[src/logic/core_pkg.sv]
package core_pkg;

  ////////////////////
  // widths
  ////////////////////

  localparam int data_width     = 32;
  localparam int reg_addr_width = 5;
  localparam int num_regs       = 32;
  localparam int imm_width      = 16;
  localparam int alu_op_width   = 4;

  // opcodes
  localparam logic [5:0] op_rtype = 6'h00;
  localparam logic [5:0] op_addi  = 6'h08;
  localparam logic [5:0] op_andi  = 6'h0c;
  localparam logic [5:0] op_ori   = 6'h0d;
  localparam logic [5:0] op_lui   = 6'h0f;

  // register format function codes
  localparam logic [5:0] fn_sll = 6'h00;
  localparam logic [5:0] fn_srl = 6'h02;
  localparam logic [5:0] fn_add = 6'h20;
  localparam logic [5:0] fn_sub = 6'h22;
  localparam logic [5:0] fn_and = 6'h24;
  localparam logic [5:0] fn_or  = 6'h25;
  localparam logic [5:0] fn_xor = 6'h26;
  localparam logic [5:0] fn_slt = 6'h2a;

  // alu operations
  localparam logic [alu_op_width-1:0] alu_add = 4'd0;
  localparam logic [alu_op_width-1:0] alu_sub = 4'd1;
  localparam logic [alu_op_width-1:0] alu_and = 4'd2;
  localparam logic [alu_op_width-1:0] alu_or  = 4'd3;
  localparam logic [alu_op_width-1:0] alu_xor = 4'd4;
  localparam logic [alu_op_width-1:0] alu_slt = 4'd5;
  localparam logic [alu_op_width-1:0] alu_sll = 4'd6;
  localparam logic [alu_op_width-1:0] alu_srl = 4'd7;
  localparam logic [alu_op_width-1:0] alu_lui = 4'd8;

  // operand source selects
  localparam logic [1:0] fwd_stored = 2'd0;
  localparam logic [1:0] fwd_lane0  = 2'd1;
  localparam logic [1:0] fwd_lane1  = 2'd2;

  ////////////////////
  // instruction word
  ////////////////////

  typedef union packed {
    struct packed {
      logic [5:0]                opcode;
      logic [reg_addr_width-1:0] rs;
      logic [reg_addr_width-1:0] rt;
      logic [reg_addr_width-1:0] rd;
      logic [reg_addr_width-1:0] shamt;
      logic [5:0]                funct;
    } r;
    struct packed {
      logic [5:0]                opcode;
      logic [reg_addr_width-1:0] rs;
      logic [reg_addr_width-1:0] rt;
      logic [imm_width-1:0]      imm;
    } i;
  } instr_t;

endpackage

[src/logic/forwarding_unit.sv]
`timescale 1ns/1ps

module forwarding_unit (
  input  logic [core_pkg::reg_addr_width-1:0] ex_rs0,
  input  logic [core_pkg::reg_addr_width-1:0] ex_rt0,
  input  logic [core_pkg::reg_addr_width-1:0] ex_rs1,
  input  logic [core_pkg::reg_addr_width-1:0] ex_rt1,
  input  logic                                wb_we0,
  input  logic                                wb_we1,
  input  logic [core_pkg::reg_addr_width-1:0] wb_reg0,
  input  logic [core_pkg::reg_addr_width-1:0] wb_reg1,
  output logic [1:0]                          sel_rs0,
  output logic [1:0]                          sel_rt0,
  output logic [1:0]                          sel_rs1,
  output logic [1:0]                          sel_rt1
);

  // lane 1 first, same priority as the register file
  function automatic logic [1:0] pick_source(
    input logic [core_pkg::reg_addr_width-1:0] src,
    input logic                                we0,
    input logic [core_pkg::reg_addr_width-1:0] reg0,
    input logic                                we1,
    input logic [core_pkg::reg_addr_width-1:0] reg1
  );
    logic [1:0] sel;
    sel = core_pkg::fwd_stored;
    if (src != '0) begin
      if (we1 && reg1 == src) begin
        sel = core_pkg::fwd_lane1;
      end else if (we0 && reg0 == src) begin
        sel = core_pkg::fwd_lane0;
      end
    end
    return sel;
  endfunction

  assign sel_rs0 = pick_source(ex_rs0, wb_we0, wb_reg0, wb_we1, wb_reg1);
  assign sel_rt0 = pick_source(ex_rt0, wb_we0, wb_reg0, wb_we1, wb_reg1);
  assign sel_rs1 = pick_source(ex_rs1, wb_we0, wb_reg0, wb_we1, wb_reg1);
  assign sel_rt1 = pick_source(ex_rt1, wb_we0, wb_reg0, wb_we1, wb_reg1);

endmodule

[config.mk]
export PLATFORM = sky130hd
export DESIGN_NAME = forwarding_unit
export DESIGN_NICKNAME = d
export VERILOG_FILES = /design/src/logic/core_pkg.sv /design/src/logic/forwarding_unit.sv
export SDC_FILE = /design/constraint.sdc
export NUM_CORES = 1
export LEC_CHECK = 0
export BUFFER_PORTS_ARGS = -buffer_cell sky130_fd_sc_hd__buf_2
export CAP_MARGIN = 20
export CORE_MARGIN = 5
export CORE_UTILIZATION = 44
export DETAILED_ROUTE_END_ITERATION = 7
export GPL_TIMING_DRIVEN = 0
export PLACE_DENSITY_LB_ADDON = 0.3
export SLEW_MARGIN = 20
export SYNTH_ARGS = -nofsm -noshare
export SYNTH_HDL_FRONTEND = slang
export SYNTH_SLANG_ARGS = --single-unit
[constraint.sdc]
create_clock -name vclk -period 1.4
set_clock_uncertainty 0.2 [all_clocks]
set_input_delay 0.21 -clock vclk [all_inputs]
set_output_delay 0.21 -clock vclk [all_outputs]
set_load 0.005 [all_outputs]
==> results.py, run 1 <==
metrics = {
    "place": {
        "placed_area_um2": 768,
        "place_ws_ns": -0.301,
        "gp_congestion": 0.748,
        "place_inst": 127,
        "io_buffers": 35,
        "dp.final_hpwl_um": 1450,
    },
    "pwr": {
        "total_power_mw": 0.288,
        "p_leak_nw": 0.421,
        "vdd_ir_drop_max_uv": 169,
        "power.density_nw_per_um2": 285,
    },
    "timing": {
        "worst_slew_pin_slew_ns": 0.304,
        "slew_headroom": 0.797,
        "rsz0062_at_grt": "true",
        "slew_violations": 0,
        "timing.final.crit_share": 1.15,
        "max_freq_mhz": 622,
        "hold_viol": 0,
        "fin_tns_setup_ns": -1.37,
        "fin_ws_ns": -0.207,
        "final-setup-viol-count": 8,
        "finalCriticalPeriod_ns": 1.61,
    },
    "run_status": {
        "violations": "negative setup slack",
        "status": "finished with violations",
    },
    "detailed_routing": {
        "drc": 0,
        "wl_um": 1870,
        "vias": 694,
        "ant_nets": 0,
        "wl_per_cell_um": 14.3,
        "dr.pass1.iters": 3,
        "drt_iter0_drc": 14,
        "vias_per_cell": 5.30,
    },
    "synth": {
        "netlist_area_um2": 574,
        "syn_area_per_cell_um2": 7.46,
        "synth.top_cell.area_share": 0.366,
        "ys.warnings.count": 0,
        "ys_top_cells_by_area": "xnor2_1, xor2_1, nor4b_2, nor2_1, or4_1",
        "synth_cell_types": 11,
        "yosysSeqAreaShare": 0,
        "syn_nets": 109,
        "syn_inst": 77,
        "synth_top_cell_by_area": "xnor2_1",
    },
    "setup_path": {
        "worst-path-max-fanout": 3,
        "critPathLaunchType": "input port",
        "end_kind": "output port",
        "critical_path_required_ns": 0.99,
        "cp_data_arrival_time_ns": 1.20,
        "worstSetupPathType": "in2out",
    },
    "final_layout": {
        "final_area_um2": 1010,
        "n_clock_buffer": 0,
        "antenna_cells": 0,
        "drive_gt1_frac": 0.500,
        "stdcell_count": 131,
        "fillers": 94,
        "seq_cell_count": 0,
        "syn2layout_area_growth_pct": 75.6,
        "regArea_um2": 0,
        "layout.nets": 150,
    },
    "die": {
        "ios": 40,
        "die_w_um": 46.1,
        "rows": 13,
        "start_util": 0.453,
        "core_area_um2": 1270,
        "dieHeight_um": 46.1,
        "dieArea_um2": 2130,
    },
    "grt": {
        "grt_usage": 0.182,
        "first_global_vias": 666,
        "antenna_found_initial": 0,
        "grt_max_degree": 5,
        "grt_overflow": 0,
        "grt_pass1_wl_um": 2950,
    },
    "run": {
        "maxCapViolCount": 0,
    },
    "clocking": {
        "cts-hold-fix-buffers": 0,
    },
    "min_path": {
        "hp-class": "in2out",
    },
}
-- power breakdown --
| part | switching, mW | internal [mW] | leakage (nW) |
|---|---|---|---|
| clock | 0 | 0 | 0 |
| combinational | 0.128 | 0.159 | 0.421 |
| sequential | 0 | 0 | 0 |
| total | 0.128 | 0.159 | 0.421 |
-- final cells by class --
type	instances	area [um2]	share of cell area
timing repair buffer	39	333	0.330
tap	15	18.8	0.0186
buffer	5	23.8	0.0236
multi-input combinational	72	633	0.628
-- Yosys cell counts --
library cell,instances
nor2_1,8
xor2_1,16
nand4_1,4
nor4_1,4
or4_1,4
xnor2_1,24
nand3_1,4
nand2_1,4
nor4b_2,4
buf_1,1
clkbuf_1,4
-- path summary, 6_finish.rpt --
| check | end | start | cells after the start | slack, ns |
|---|---|---|---|---|
| setup / recovery | sel_rs1[0] | ex_rs1[2] | 6 | -0.21 |
| hold / removal | sel_rt0[1] | ex_rt0[0] | 4 | 0.52 |
-- layout by cell type, fill, tap and decap left out, types with 6 or more instances in the layout --
| master | n |
|---|---|
| buf_8 | 9 |
| xor2_1 | 16 |
| buf_2 | 21 |
| buf_6 | 6 |
| xnor2_1 | 24 |
-- timing repair --
item / in CTS / in global routing
setup buffers: 3 / 1
pin swaps: 25 / 12
setup endpoints to repair: 8 / 8
gates resized for setup: 47 / 12
-- critical path, cell delays in order --
cell and delay [ns]:
buf_8 0.10, xor2_1 0.15, nor4_1 0.28, nand3_1 0.16
nor4b_2 0.19, buf_2 0.12
-- stage by stage --
stage | util | hold slack [ns]
after floorplan | - | 0.314
after global placement | 0.606 | 0.573
after detailed placement | 0.606 | 0.579
after CTS | 0.748 | 0.579
after global routing | 0.795 | 0.545
final | 0.795 | 0.517
-- cell families (layout without fill, tap and decap cells) --
group / after synthesis / in the layout / share of synthesized area
xor gates and xnor gates: 40 / 40 / 0.610
and+or+nand+nor: 32 / 32 / 0.357
buffers and inverters: 5 / 44 / 0.0327
-- layer usage --
layer | vias to the layer above | GRT usage | wire (um)
met5 | - | 0 | 0
met1 | 324 | 0.232 | 746
met2 | 28 | 0.346 | 983
met4 | 0 | 0 | 0
li1 | 342 | - | -
met3 | 0 | 0.0156 | 137
Note: power is estimated with default switching activity, not from simulation.
==> run 2: changes to the inputs <==
- CELL_PAD_IN_SITES_DETAIL_PLACEMENT: default -> 1
- CELL_PAD_IN_SITES_GLOBAL_PLACEMENT: default -> 2
- CORE_UTILIZATION: 44 -> 22
==> results.py, run 2 (same netlist as run 1, synthesis figures left out) <==
metrics = {
    "timing": {
        "max_freq_mhz": 630,
        "fin_ws_ns": -0.187,
        "worst_slew_pin_slew_ns": 0.244,
        "timing.final.crit_share": 1.13,
        "finalCriticalPeriod_ns": 1.59,
        "slew_violations": 0,
        "rsz0062_at_grt": "true",
        "slew_headroom": 0.836,
        "final-setup-viol-count": 8,
        "fin_tns_setup_ns": -1.31,
        "hold_viol": 0,
    },
    "final_layout": {
        "antenna_cells": 0,
        "final_common_cell": "xnor2_1",
        "n_clock_buffer": 0,
        "regArea_um2": 0,
        "drive_gt1_frac": 0.538,
        "most-common-layout-cells": "xnor2_1, buf_2, xor2_1",
        "layout.nets": 153,
        "syn2layout_area_growth_pct": 94.8,
        "final_area_um2": 1120,
        "seq_cell_count": 0,
        "final_util": 0.452,
    },
    "die": {
        "rows": 18,
        "die_w_um": 61.1,
        "start_util": 0.232,
        "dieArea_um2": 3730,
        "ios": 40,
        "dieHeight_um": 61.1,
        "core_area_um2": 2480,
    },
    "detailed_routing": {
        "drc": 0,
        "dr.pass1.iters": 4,
        "wl_per_cell_um": 15.6,
        "vias_per_cell": 4.64,
        "dr_wl_met2_um": 1220,
        "route.met3.wl_um": 130,
        "vias": 691,
        "ant_nets": 0,
        "drt_iter0_drc": 5,
        "wl_um": 2320,
        "top_layer_used": "met3",
        "drt-met1-wl_um": 975,
    },
    "min_path": {
        "holdPathEnd": "sel_rs1[0]",
        "hp-class": "in2out",
        "min_from": "wb_we0",
        "hold_path_depth": 4,
    },
    "grt": {
        "grt_max_degree": 5,
        "grt_overflow": 0,
        "grt_usage": 0.124,
        "grt_pass1_wl_um": 3510,
        "first_global_vias": 746,
        "antenna_found_initial": 0,
    },
    "pwr": {
        "vdd_ir_drop_max_uv": 146,
        "p_leak_nw": 0.476,
        "power.density_nw_per_um2": 286,
    },
    "run_status": {
        "violations": "negative setup slack",
        "status": "finished with violations",
    },
    "run": {
        "maxCapViolCount": 0,
    },
    "place": {
        "gp_congestion": 0.744,
        "io_buffers": 35,
        "dp.final_hpwl_um": 1770,
        "placed_area_um2": 787,
    },
    "setup_path": {
        "cp_data_arrival_time_ns": 1.18,
        "worstSetupPathType": "in2out",
        "slowest_delay_ns": 0.28,
        "worstSetupStartpoint": "ex_rt0[4]",
        "crit_family": "simple AND/OR/NAND/NOR gates",
        "worst-path-max-fanout": 3,
        "cp_num_buf_inv": 2,
        "cp_cell_sequence": "buf_8, xor2_1, nor4_1, nand3_1, nor4b_4, buf_2",
        "critical_path_required_ns": 0.99,
        "critPathLaunchType": "input port",
        "end_kind": "output port",
        "cp_slowest_cell": "nor4_1",
    },
    "clocking": {
        "cts-hold-fix-buffers": 0,
    },
}
==> run 2: changes by cell type in the layout (fill, tap and decap cells not counted), moves of 2 or more <==
cell	previous run	this run
buf_4	4	7
xnor2_1	24	22
buf_2	21	18
buf_8	9	12
xnor2_2	0	2
==> run 2: repair_timing <==
item | CTS | global route
resized for setup | 51 | 30
buffers inserted | 4 | 3
pin swaps | 26 | 19
endpoints found under the setup margin | 8 | 8
cloned | 0 | 0
==> run 2: area by class of cell <==
cell class                 instances  area, um2
buffer                             5       27.5
fill                             318       1360
multi-input combinational         72        662
tap                               30       37.5
timing repair buffer              42        392
==> run 2: layer usage <==
layer,vias up,GRT usage
met3,0,0.00839
met4,0,0
met1,316,0.165
met2,24,0.231
met5,-,0
li1,351,-
==> run 2: where the power goes <==
part / total (mW) / switching, mW / internal, mW
Combinational: 0.320 / 0.139 / 0.181
Clock: 0 / 0 / 0
Sequential: 0 / 0 / 0
Total: 0.320 / 0.139 / 0.181
==> run 2: tightest hold or removal path, cell delays in order <==
cell,delay [ns]
buf_2,0.13
nand2_1,0.08
nor4b_2,0.04
buf_2,0.12
==> run 2: stage by stage <==
stage          instances  total power, mW  worst slack (ns)  hold slack (ns)
3_3_place_gp         142            0.220            -0.280            0.588
6_report             149            0.320            -0.187            0.600
4_1_cts              146            0.278            -0.199            0.590
5_1_grt              149            0.347            -0.261            0.625
2_1_floorplan         77            0.125            0.0501            0.314
3_5_place_dp         142            0.224            -0.278            0.591
==> run 2: worst max path at each step <==
| stage | endpoint | depth (start not counted) | slack (ns) |
|---|---|---|---|
| after floorplan | sel_rt1[0] | 4 | 0.05 |
| after global placement | sel_rs0[0] | 6 | -0.28 |
| after detailed placement | sel_rs0[0] | 6 | -0.28 |
| after CTS | sel_rs0[0] | 6 | -0.20 |
| after global routing | sel_rs0[0] | 6 | -0.26 |
| final | sel_rt0[0] | 6 | -0.19 |
