$ cat config.mk
export PLATFORM = sky130hd
export DESIGN_NAME = lane_decoder
export DESIGN_NICKNAME = d
export VERILOG_FILES = /design/src/logic/core_pkg.sv /design/src/logic/lane_decoder.sv
export SDC_FILE = /design/constraint.sdc
export NUM_CORES = 1
export LEC_CHECK = 0
export BUFFER_PORTS_ARGS = -buffer_cell sky130_fd_sc_hd__buf_4
export CAP_MARGIN = 20
export CORE_MARGIN = 4
export CORE_UTILIZATION = 29
export DETAILED_ROUTE_END_ITERATION = 7
export PLACE_DENSITY = 0.81
export SLEW_MARGIN = 30
export SYNTH_ARGS = -nofsm -noshare
export SYNTH_HDL_FRONTEND = slang
export SYNTH_SLANG_ARGS = --single-unit
$ cat constraint.sdc
create_clock -name vclk -period 1.26
set_input_delay 0.252 -clock vclk [all_inputs]
set_output_delay 0.252 -clock vclk [all_outputs]
set_load 0.01 [all_outputs]
$ cat src/logic/core_pkg.sv
package core_pkg;

  ////////////////////
  // widths
  ////////////////////

  localparam int data_width     = 32;
  localparam int reg_addr_width = 5;
  localparam int num_regs       = 32;
  localparam int imm_width      = 16;
  localparam int alu_op_width   = 4;

  // opcodes
  localparam logic [5:0] op_rtype = 6'h00;
  localparam logic [5:0] op_addi  = 6'h08;
  localparam logic [5:0] op_andi  = 6'h0c;
  localparam logic [5:0] op_ori   = 6'h0d;
  localparam logic [5:0] op_lui   = 6'h0f;

  // register format function codes
  localparam logic [5:0] fn_sll = 6'h00;
  localparam logic [5:0] fn_srl = 6'h02;
  localparam logic [5:0] fn_add = 6'h20;
  localparam logic [5:0] fn_sub = 6'h22;
  localparam logic [5:0] fn_and = 6'h24;
  localparam logic [5:0] fn_or  = 6'h25;
  localparam logic [5:0] fn_xor = 6'h26;
  localparam logic [5:0] fn_slt = 6'h2a;

  // alu operations
  localparam logic [alu_op_width-1:0] alu_add = 4'd0;
  localparam logic [alu_op_width-1:0] alu_sub = 4'd1;
  localparam logic [alu_op_width-1:0] alu_and = 4'd2;
  localparam logic [alu_op_width-1:0] alu_or  = 4'd3;
  localparam logic [alu_op_width-1:0] alu_xor = 4'd4;
  localparam logic [alu_op_width-1:0] alu_slt = 4'd5;
  localparam logic [alu_op_width-1:0] alu_sll = 4'd6;
  localparam logic [alu_op_width-1:0] alu_srl = 4'd7;
  localparam logic [alu_op_width-1:0] alu_lui = 4'd8;

  // operand source selects
  localparam logic [1:0] fwd_stored = 2'd0;
  localparam logic [1:0] fwd_lane0  = 2'd1;
  localparam logic [1:0] fwd_lane1  = 2'd2;

  ////////////////////
  // instruction word
  ////////////////////

  typedef union packed {
    struct packed {
      logic [5:0]                opcode;
      logic [reg_addr_width-1:0] rs;
      logic [reg_addr_width-1:0] rt;
      logic [reg_addr_width-1:0] rd;
      logic [reg_addr_width-1:0] shamt;
      logic [5:0]                funct;
    } r;
    struct packed {
      logic [5:0]                opcode;
      logic [reg_addr_width-1:0] rs;
      logic [reg_addr_width-1:0] rt;
      logic [imm_width-1:0]      imm;
    } i;
  } instr_t;

endpackage

$ cat src/logic/lane_decoder.sv
`timescale 1ns/1ps

module lane_decoder (
  input  core_pkg::instr_t                         instr,
  output logic [core_pkg::reg_addr_width-1:0]      rs,
  output logic [core_pkg::reg_addr_width-1:0]      rt,
  output logic [core_pkg::reg_addr_width-1:0]      dest,
  output logic [core_pkg::alu_op_width-1:0]        alu_op,
  output logic                                     use_imm,
  output logic [core_pkg::imm_width-1:0]           imm,
  output logic [core_pkg::reg_addr_width-1:0]      shamt,
  output logic                                     writes
);

  logic known;
  logic is_rtype;

  always_comb begin
    known   = 1'b1;
    use_imm = 1'b1;
    alu_op  = core_pkg::alu_add;
    case (instr.r.opcode)
      core_pkg::op_rtype: begin
        use_imm = 1'b0;
        case (instr.r.funct)
          core_pkg::fn_add: alu_op = core_pkg::alu_add;
          core_pkg::fn_sub: alu_op = core_pkg::alu_sub;
          core_pkg::fn_and: alu_op = core_pkg::alu_and;
          core_pkg::fn_or:  alu_op = core_pkg::alu_or;
          core_pkg::fn_xor: alu_op = core_pkg::alu_xor;
          core_pkg::fn_slt: alu_op = core_pkg::alu_slt;
          core_pkg::fn_sll: alu_op = core_pkg::alu_sll;
          core_pkg::fn_srl: alu_op = core_pkg::alu_srl;
          default:          known  = 1'b0;
        endcase
      end
      core_pkg::op_addi: alu_op = core_pkg::alu_add;
      core_pkg::op_andi: alu_op = core_pkg::alu_and;
      core_pkg::op_ori:  alu_op = core_pkg::alu_or;
      core_pkg::op_lui:  alu_op = core_pkg::alu_lui;
      default:           known  = 1'b0;
    endcase
  end

  assign is_rtype = (instr.r.opcode == core_pkg::op_rtype);

  // source fields sit in the same place in both views
  assign rs    = instr.i.rs;
  assign rt    = instr.i.rt;
  assign imm   = instr.i.imm;
  assign shamt = instr.r.shamt;
  assign dest  = is_rtype ? instr.r.rd : instr.i.rt;

  // unknown encodings and r0 targets are nops
  assign writes = known && (dest != '0);

endmodule

==> impl_metrics.prom, run 1 <==
# TYPE chip_impl_metric gauge
chip_impl_metric{name="synth-warning-count",unit=""} 0
chip_impl_metric{name="timing.slew.headroom",unit="%"} 81.62
chip_impl_metric{name="slew_violations",unit=""} 0
chip_impl_metric{name="cellPowerDensity",unit="mW/mm²"} 290.5
chip_impl_metric{name="seqCellArea",unit="µm²"} 0
chip_impl_metric{name="total_via_count_in_the_routed_design",unit=""} 569
chip_impl_metric{name="critical-path-max-stage-delay",unit="ns"} 0.31
chip_impl_metric{name="postRouteWirelength",unit="µm"} 1690
chip_impl_info{name="rsz0062_at_grt",value="yes"} 1
chip_impl_metric{name="ios",unit=""} 74
chip_impl_metric{name="row_count",unit=""} 14
chip_impl_info{name="setup.worst_path.start_class",value="input port"} 1
chip_impl_metric{name="antenna_found_initial",unit=""} 0
chip_impl_metric{name="setup-tns-final",unit="ns"} -2.901
chip_impl_info{name="timing.critical_path.to_type",value="output port"} 1
chip_impl_metric{name="synthesis.nets",unit=""} 100
chip_impl_metric{name="setup_slack",unit="ns"} -0.3419
chip_impl_metric{name="design.die.area",unit="mm²"} 0.002521
chip_impl_info{name="critPathMostFrequentCell",value="sky130_fd_sc_hd__buf_4"} 1
chip_impl_metric{name="placeable_area",unit="mm²"} 0.001594
chip_impl_metric{name="timing.critical_path.required",unit="ns"} 1.01
chip_impl_metric{name="maximum_net_fanout_on_the_critical_path",unit=""} 8
chip_impl_metric{name="vias_in_the_first_global_route",unit=""} 539
chip_impl_info{name="status",value="complete, but fails checks"} 1
chip_impl_metric{name="syn2layout_area_growth",unit="%"} 68.04
chip_impl_metric{name="initial_standard_cell_utilization_of_the_core",unit="%"} 32.42
chip_impl_metric{name="count_of_clock_net_buffers_in_the_final_layout",unit=""} 0
chip_impl_info{name="crit_chain",value="buf_6 -> nor4_4 -> buf_4 -> nand2_4 -> o21bai_1 -> a2bb2oi_2 -> buf_4"} 1
chip_impl_metric{name="worst_slew_pin_slew",unit="ns"} 0.2745
chip_impl_metric{name="syn-mean-instance-area",unit="µm²"} 7.599
chip_impl_metric{name="seq_area_frac_synth",unit="%"} 0
chip_impl_metric{name="leakage_power_of_the_design",unit="nW"} 0.4452
chip_impl_metric{name="route.detailed.drc",unit=""} 0
chip_impl_info{name="slowest_stage",value="sky130_fd_sc_hd__nor4_4"} 1
chip_impl_metric{name="drt-initial-drc-count",unit=""} 6
chip_impl_metric{name="synth.distinct_cells",unit=""} 26
chip_impl_info{name="crit_family",value="buffers and inverters"} 1
chip_impl_info{name="layout_common_cells",value="sky130_fd_sc_hd__buf_4 (61), sky130_fd_sc_hd__buf_6 (6), sky130_fd_sc_hd__mux2_2 (4), sky130_fd_sc_hd__o21ai_0 (3)"} 1
chip_impl_metric{name="post_route_cells_drive_above_1_share",unit="%"} 76.92
chip_impl_metric{name="postCtsHoldBufs",unit=""} 0
chip_impl_metric{name="hold_viol",unit=""} 0
chip_impl_metric{name="postSynthCellCount",unit=""} 68
chip_impl_info{name="setup.worst_path.class",value="in2out"} 1
chip_impl_metric{name="maximum_capacitance_violations",unit=""} 0
chip_impl_metric{name="die_h",unit="µm"} 50.21
chip_impl_metric{name="detailed_placement_wirelength_estimate",unit="µm"} 1394
chip_impl_metric{name="globalplace.congestion",unit=""} 0.7210
chip_impl_metric{name="antenna_left",unit=""} 0
chip_impl_info{name="mostFrequentLayoutCell",value="sky130_fd_sc_hd__buf_4"} 1
chip_impl_metric{name="n_sequential_cell",unit=""} 0
chip_impl_metric{name="vdd_drop_max",unit="mV"} 0.1340
chip_impl_info{name="hold_class",value="in2out"} 1
chip_impl_metric{name="all_layer_gr_usage",unit="%"} 11.25
chip_impl_metric{name="timing.critical_path.arrival",unit="ns"} 1.35
chip_impl_metric{name="avgRoutedWirePerCell",unit="µm"} 13.20
chip_impl_metric{name="netlist_area",unit="µm²"} 516.7
chip_impl_metric{name="grt_first_pass_wirelength",unit="µm"} 2373
chip_impl_metric{name="layout.nets",unit=""} 138
chip_impl_metric{name="drt-vias-per-instance",unit=""} 4.445
chip_impl_info{name="violations",value="negative setup slack"} 1
chip_impl_metric{name="insertedDiodeCount",unit=""} 0
chip_impl_metric{name="max_freq",unit="MHz"} 624.3
chip_impl_metric{name="finalSetupViolations",unit=""} 10
chip_impl_metric{name="portbufs",unit=""} 49
chip_impl_metric{name="drt_first_pass_iters",unit=""} 4
chip_impl_metric{name="globalRouteOverflowTotal",unit=""} 0
chip_impl_metric{name="worstPathBufferInverterCount",unit=""} 3
chip_impl_metric{name="fp.dieW",unit="µm"} 50.21
chip_impl_metric{name="grt_max_degree",unit=""} 9
chip_impl_metric{name="final.min_clock_period",unit="ns"} 1.602
chip_impl_metric{name="dpl_worst_slack",unit="ns"} -0.3742
chip_impl_metric{name="final_min_period_over_clock_period",unit="%"} 127.1
power breakdown:
group | switching, mW | total, mW | internal (mW) | leakage, nW
sequential | 0 | 0 | 0 | 0
combinational | 0.103 | 0.252 | 0.149 | 0.445
clock | 0 | 0 | 0 | 0
total | 0.103 | 0.252 | 0.149 | 0.445
cell type report:
cell class / instances / area [µm²]
fillers: 146 / 725.7
repair buffers: 67 / 525.5
multi-input cells: 36 / 309.0
well taps: 24 / 30.03
inverters: 1 / 3.754
path summary, 6_finish.rpt:
path | from | to | cells past startpoint
worst min-delay path | instr[25] | rs[4] | 0
worst max-delay path | instr[26] | writes | 7
per-stage QoR:
| step | hold slack, ns | area (µm²) | std cells | utilization (%) | power (mW) |
|---|---|---|---|---|---|
| after floorplan | 0.5329 | 516.7 | 68 | - | 0.1462 |
| after global placement | 0.5041 | 809.5 | 127 | 50.78 | 0.2326 |
| after detailed placement | 0.5041 | 809.5 | 127 | 50.78 | 0.2382 |
| after CTS | 0.5041 | 837.1 | 127 | 52.51 | 0.2458 |
| after global routing | 0.5040 | 868.3 | 128 | 54.47 | 0.2709 |
| final | 0.5040 | 868.3 | 128 | 54.47 | 0.2522 |
synth_stat cells (2+ instances only):
cell type                 number  share of area (%)
sky130_fd_sc_hd__buf_4        31                 45
sky130_fd_sc_hd__mux2_1        4                8.7
sky130_fd_sc_hd__nor2_1        3                2.2
sky130_fd_sc_hd__o21ai_0       3                2.9
sky130_fd_sc_hd__a31oi_1       2                2.4
sky130_fd_sc_hd__nand2_1       2                1.5
sky130_fd_sc_hd__nor2b_1       2                2.4
sky130_fd_sc_hd__nor3_1        2                1.9
sky130_fd_sc_hd__or4_1         2                2.9
layer usage:
metal / track usage (%) / wire (µm)
met2: 21.74 / 916
met3: 1.775 / 164
met4: 1.382 / 4
met1: 13.14 / 605
met5: 0 / 0
repair_timing:
item	4_1_cts	5_1_grt
pin swaps	0	3
cloned	0	0
setup endpoints to repair	11	11
gates resized for setup	7	5
hold endpoints to repair	0	0
buffers inserted	0	1
kinds of logic after synthesis:
family          after synthesis  synth area share, %
mux                           5                10.90
simple gates                 19                26.39
buf+inv                      32                45.76
compound gates               11                15.25
xor+xnor                      1                1.695
(Power assumes the default switching activity.)
==> inputs of run 2 (changes only) <==
--- a/config.mk
+++ b/config.mk
@@ -7,10 +7,12 @@
 export LEC_CHECK = 0
 export BUFFER_PORTS_ARGS = -buffer_cell sky130_fd_sc_hd__buf_4
 export CAP_MARGIN = 20
+export CELL_PAD_IN_SITES_DETAIL_PLACEMENT = 1
+export CELL_PAD_IN_SITES_GLOBAL_PLACEMENT = 1
 export CORE_MARGIN = 4
-export CORE_UTILIZATION = 29
+export CORE_UTILIZATION = 17
 export DETAILED_ROUTE_END_ITERATION = 7
-export PLACE_DENSITY = 0.81
+export PLACE_DENSITY_LB_ADDON = 0.1
 export SLEW_MARGIN = 30
 export SYNTH_ARGS = -nofsm -noshare
 export SYNTH_HDL_FRONTEND = slang
==> run 2 against run 1 <==
Power up 10%. Combinational power up 10%. Maximum frequency down 1.3%. Die area up 58%. Setup slack worse by 0.021 ns. Core utilization down 20 points. Via count up 6.7%. Largest cell class unchanged. Cell area up 14%. The run still ends with negative setup slack left. Critical endpoint is now dest[0]. Clock-buffer cell count unchanged. Sequential share of layout area unchanged. Critical path type unchanged. Non-clock buffer count up 5.
==> impl_metrics.prom, run 2 (synthesized netlist as in run 1, its figures left out) <==
# TYPE chip_impl_metric gauge
chip_impl_info{name="status",value="complete, but fails checks"} 1
chip_impl_info{name="violations",value="negative setup slack"} 1
chip_impl_metric{name="timing.slew.headroom",unit="%"} 77.40
chip_impl_metric{name="all_layer_gr_usage",unit="%"} 8.912
chip_impl_metric{name="timing.critical_path.arrival",unit="ns"} 1.37
chip_impl_metric{name="fin_hold_ws",unit="ns"} 0.5040
chip_impl_metric{name="globalplace.congestion",unit=""} 0.7507
chip_impl_info{name="layout_common_cells",value="sky130_fd_sc_hd__buf_4 (61), sky130_fd_sc_hd__buf_6 (8), sky130_fd_sc_hd__mux2_2 (4)"} 1
chip_impl_metric{name="layout.nets",unit=""} 143
chip_impl_metric{name="hold_viol",unit=""} 0
chip_impl_metric{name="antenna_found_initial",unit=""} 0
chip_impl_metric{name="grt_first_pass_wirelength",unit="µm"} 3049
chip_impl_info{name="setup.worst_path.start_class",value="input port"} 1
chip_impl_metric{name="globalRouteOverflowTotal",unit=""} 0
chip_impl_metric{name="maximum_net_fanout_on_the_critical_path",unit=""} 8
chip_impl_metric{name="final.min_clock_period",unit="ns"} 1.623
chip_impl_metric{name="ios",unit=""} 74
chip_impl_metric{name="initial_standard_cell_utilization_of_the_core",unit="%"} 18.27
chip_impl_metric{name="design.die.area",unit="mm²"} 0.003986
chip_impl_metric{name="row_count",unit=""} 19
chip_impl_metric{name="postCtsHoldBufs",unit=""} 0
chip_impl_metric{name="syn2layout_area_growth",unit="%"} 91.28
chip_impl_info{name="mostFrequentLayoutCell",value="sky130_fd_sc_hd__buf_4"} 1
chip_impl_metric{name="post_route_cells_drive_above_1_share",unit="%"} 80.73
chip_impl_metric{name="detailed_placement_wirelength_estimate",unit="µm"} 1567
chip_impl_metric{name="drt-vias-per-instance",unit=""} 4.336
chip_impl_metric{name="n_sequential_cell",unit=""} 0
chip_impl_metric{name="count_of_clock_net_buffers_in_the_final_layout",unit=""} 0
chip_impl_metric{name="avgRoutedWirePerCell",unit="µm"} 13.77
chip_impl_metric{name="final_min_period_over_clock_period",unit="%"} 128.8
chip_impl_info{name="setup.worst_path.class",value="in2out"} 1
chip_impl_metric{name="seqCellArea",unit="µm²"} 0
chip_impl_metric{name="drt-initial-drc-count",unit=""} 18
chip_impl_metric{name="route.detailed.drc",unit=""} 0
chip_impl_metric{name="die_h",unit="µm"} 63.14
chip_impl_info{name="rsz0062_at_grt",value="yes"} 1
chip_impl_metric{name="placeable_area",unit="mm²"} 0.002829
chip_impl_metric{name="total_via_count_in_the_routed_design",unit=""} 607
chip_impl_info{name="hold_class",value="in2out"} 1
chip_impl_metric{name="slew_violations",unit=""} 0
chip_impl_metric{name="maximum_capacitance_violations",unit=""} 0
chip_impl_info{name="timing.critical_path.to_type",value="output port"} 1
chip_impl_metric{name="insertedDiodeCount",unit=""} 0
chip_impl_metric{name="finalSetupViolations",unit=""} 10
chip_impl_metric{name="cellPowerDensity",unit="mW/mm²"} 280.9
chip_impl_metric{name="setup-tns-final",unit="ns"} -3.227
chip_impl_metric{name="portbufs",unit=""} 49
chip_impl_metric{name="fp.dieW",unit="µm"} 63.14
chip_impl_metric{name="vdd_drop_max",unit="mV"} 0.09515
chip_impl_metric{name="antenna_left",unit=""} 0
chip_impl_metric{name="max_freq",unit="MHz"} 616.2
chip_impl_metric{name="timing.critical_path.required",unit="ns"} 1.01
chip_impl_metric{name="drt_first_pass_iters",unit=""} 2
chip_impl_metric{name="leakage_power_of_the_design",unit="nW"} 0.4883
chip_impl_metric{name="postRouteWirelength",unit="µm"} 1928
chip_impl_metric{name="vias_in_the_first_global_route",unit=""} 649
chip_impl_metric{name="worst_slew_pin_slew",unit="ns"} 0.3386
chip_impl_metric{name="grt_max_degree",unit=""} 9
chip_impl_metric{name="setup_slack",unit="ns"} -0.3628
## run 2: per-stage QoR
stage | area (µm²) | instances | setup WS [ns] | power (mW) | utilization [%]
after floorplan | 516.7 | 68 | -0.1625 | 0.1462 | -
after global placement | 833.3 | 136 | -0.3921 | 0.2457 | 29.46
after detailed placement | 833.3 | 136 | -0.4193 | 0.2480 | 29.46
after CTS | 882.1 | 137 | -0.4002 | 0.2591 | 31.18
after global routing | 988.4 | 140 | -0.4213 | 0.3014 | 34.94
final | 988.4 | 140 | -0.3628 | 0.2776 | 34.94
## run 2: final timing paths
check / start / endpoint / slack, ns / depth (start not counted)
setup / recovery: instr[26] / dest[0] / -0.36 / 7
hold / removal: instr[21] / rs[0] / 0.50 / 0
## run 2: what timing repair did
item | in CTS | in global routing
pin swaps | 3 | 7
gates resized for setup | 8 | 17
setup endpoints to repair | 11 | 11
setup buffers | 1 | 3
## run 2: metal layers
layer  global-route usage, %  part of all wire [%]  wire length [µm]
met2                   16.34                    51               992
met4                       0                  0.78                15
met1                   9.722                    34               649
met3                   4.440                    14               270
met5                       0                     0                 0
## run 2: layout make-up
cell class | count | area, µm²
fillers | 334 | 1841
multi-input cells | 36 | 347.8
inverters | 1 | 3.754
repair buffers | 72 | 598.1
well taps | 31 | 38.79
## run 2: worst max-delay path, stage by stage
cell and delay, ns:
sky130_fd_sc_hd__buf_8 0.10, sky130_fd_sc_hd__nor4_4 0.27, sky130_fd_sc_hd__buf_6 0.15, sky130_fd_sc_hd__buf_12 0.10, sky130_fd_sc_hd__nand2_8 0.06, sky130_fd_sc_hd__mux2_4 0.31, sky130_fd_sc_hd__buf_6 0.12
## run 2: power by group
part / switching (mW) / leakage [nW] / internal [mW]
logic: 0.113 / 0.488 / 0.165
clock network: 0 / 0 / 0
registers: 0 / 0 / 0
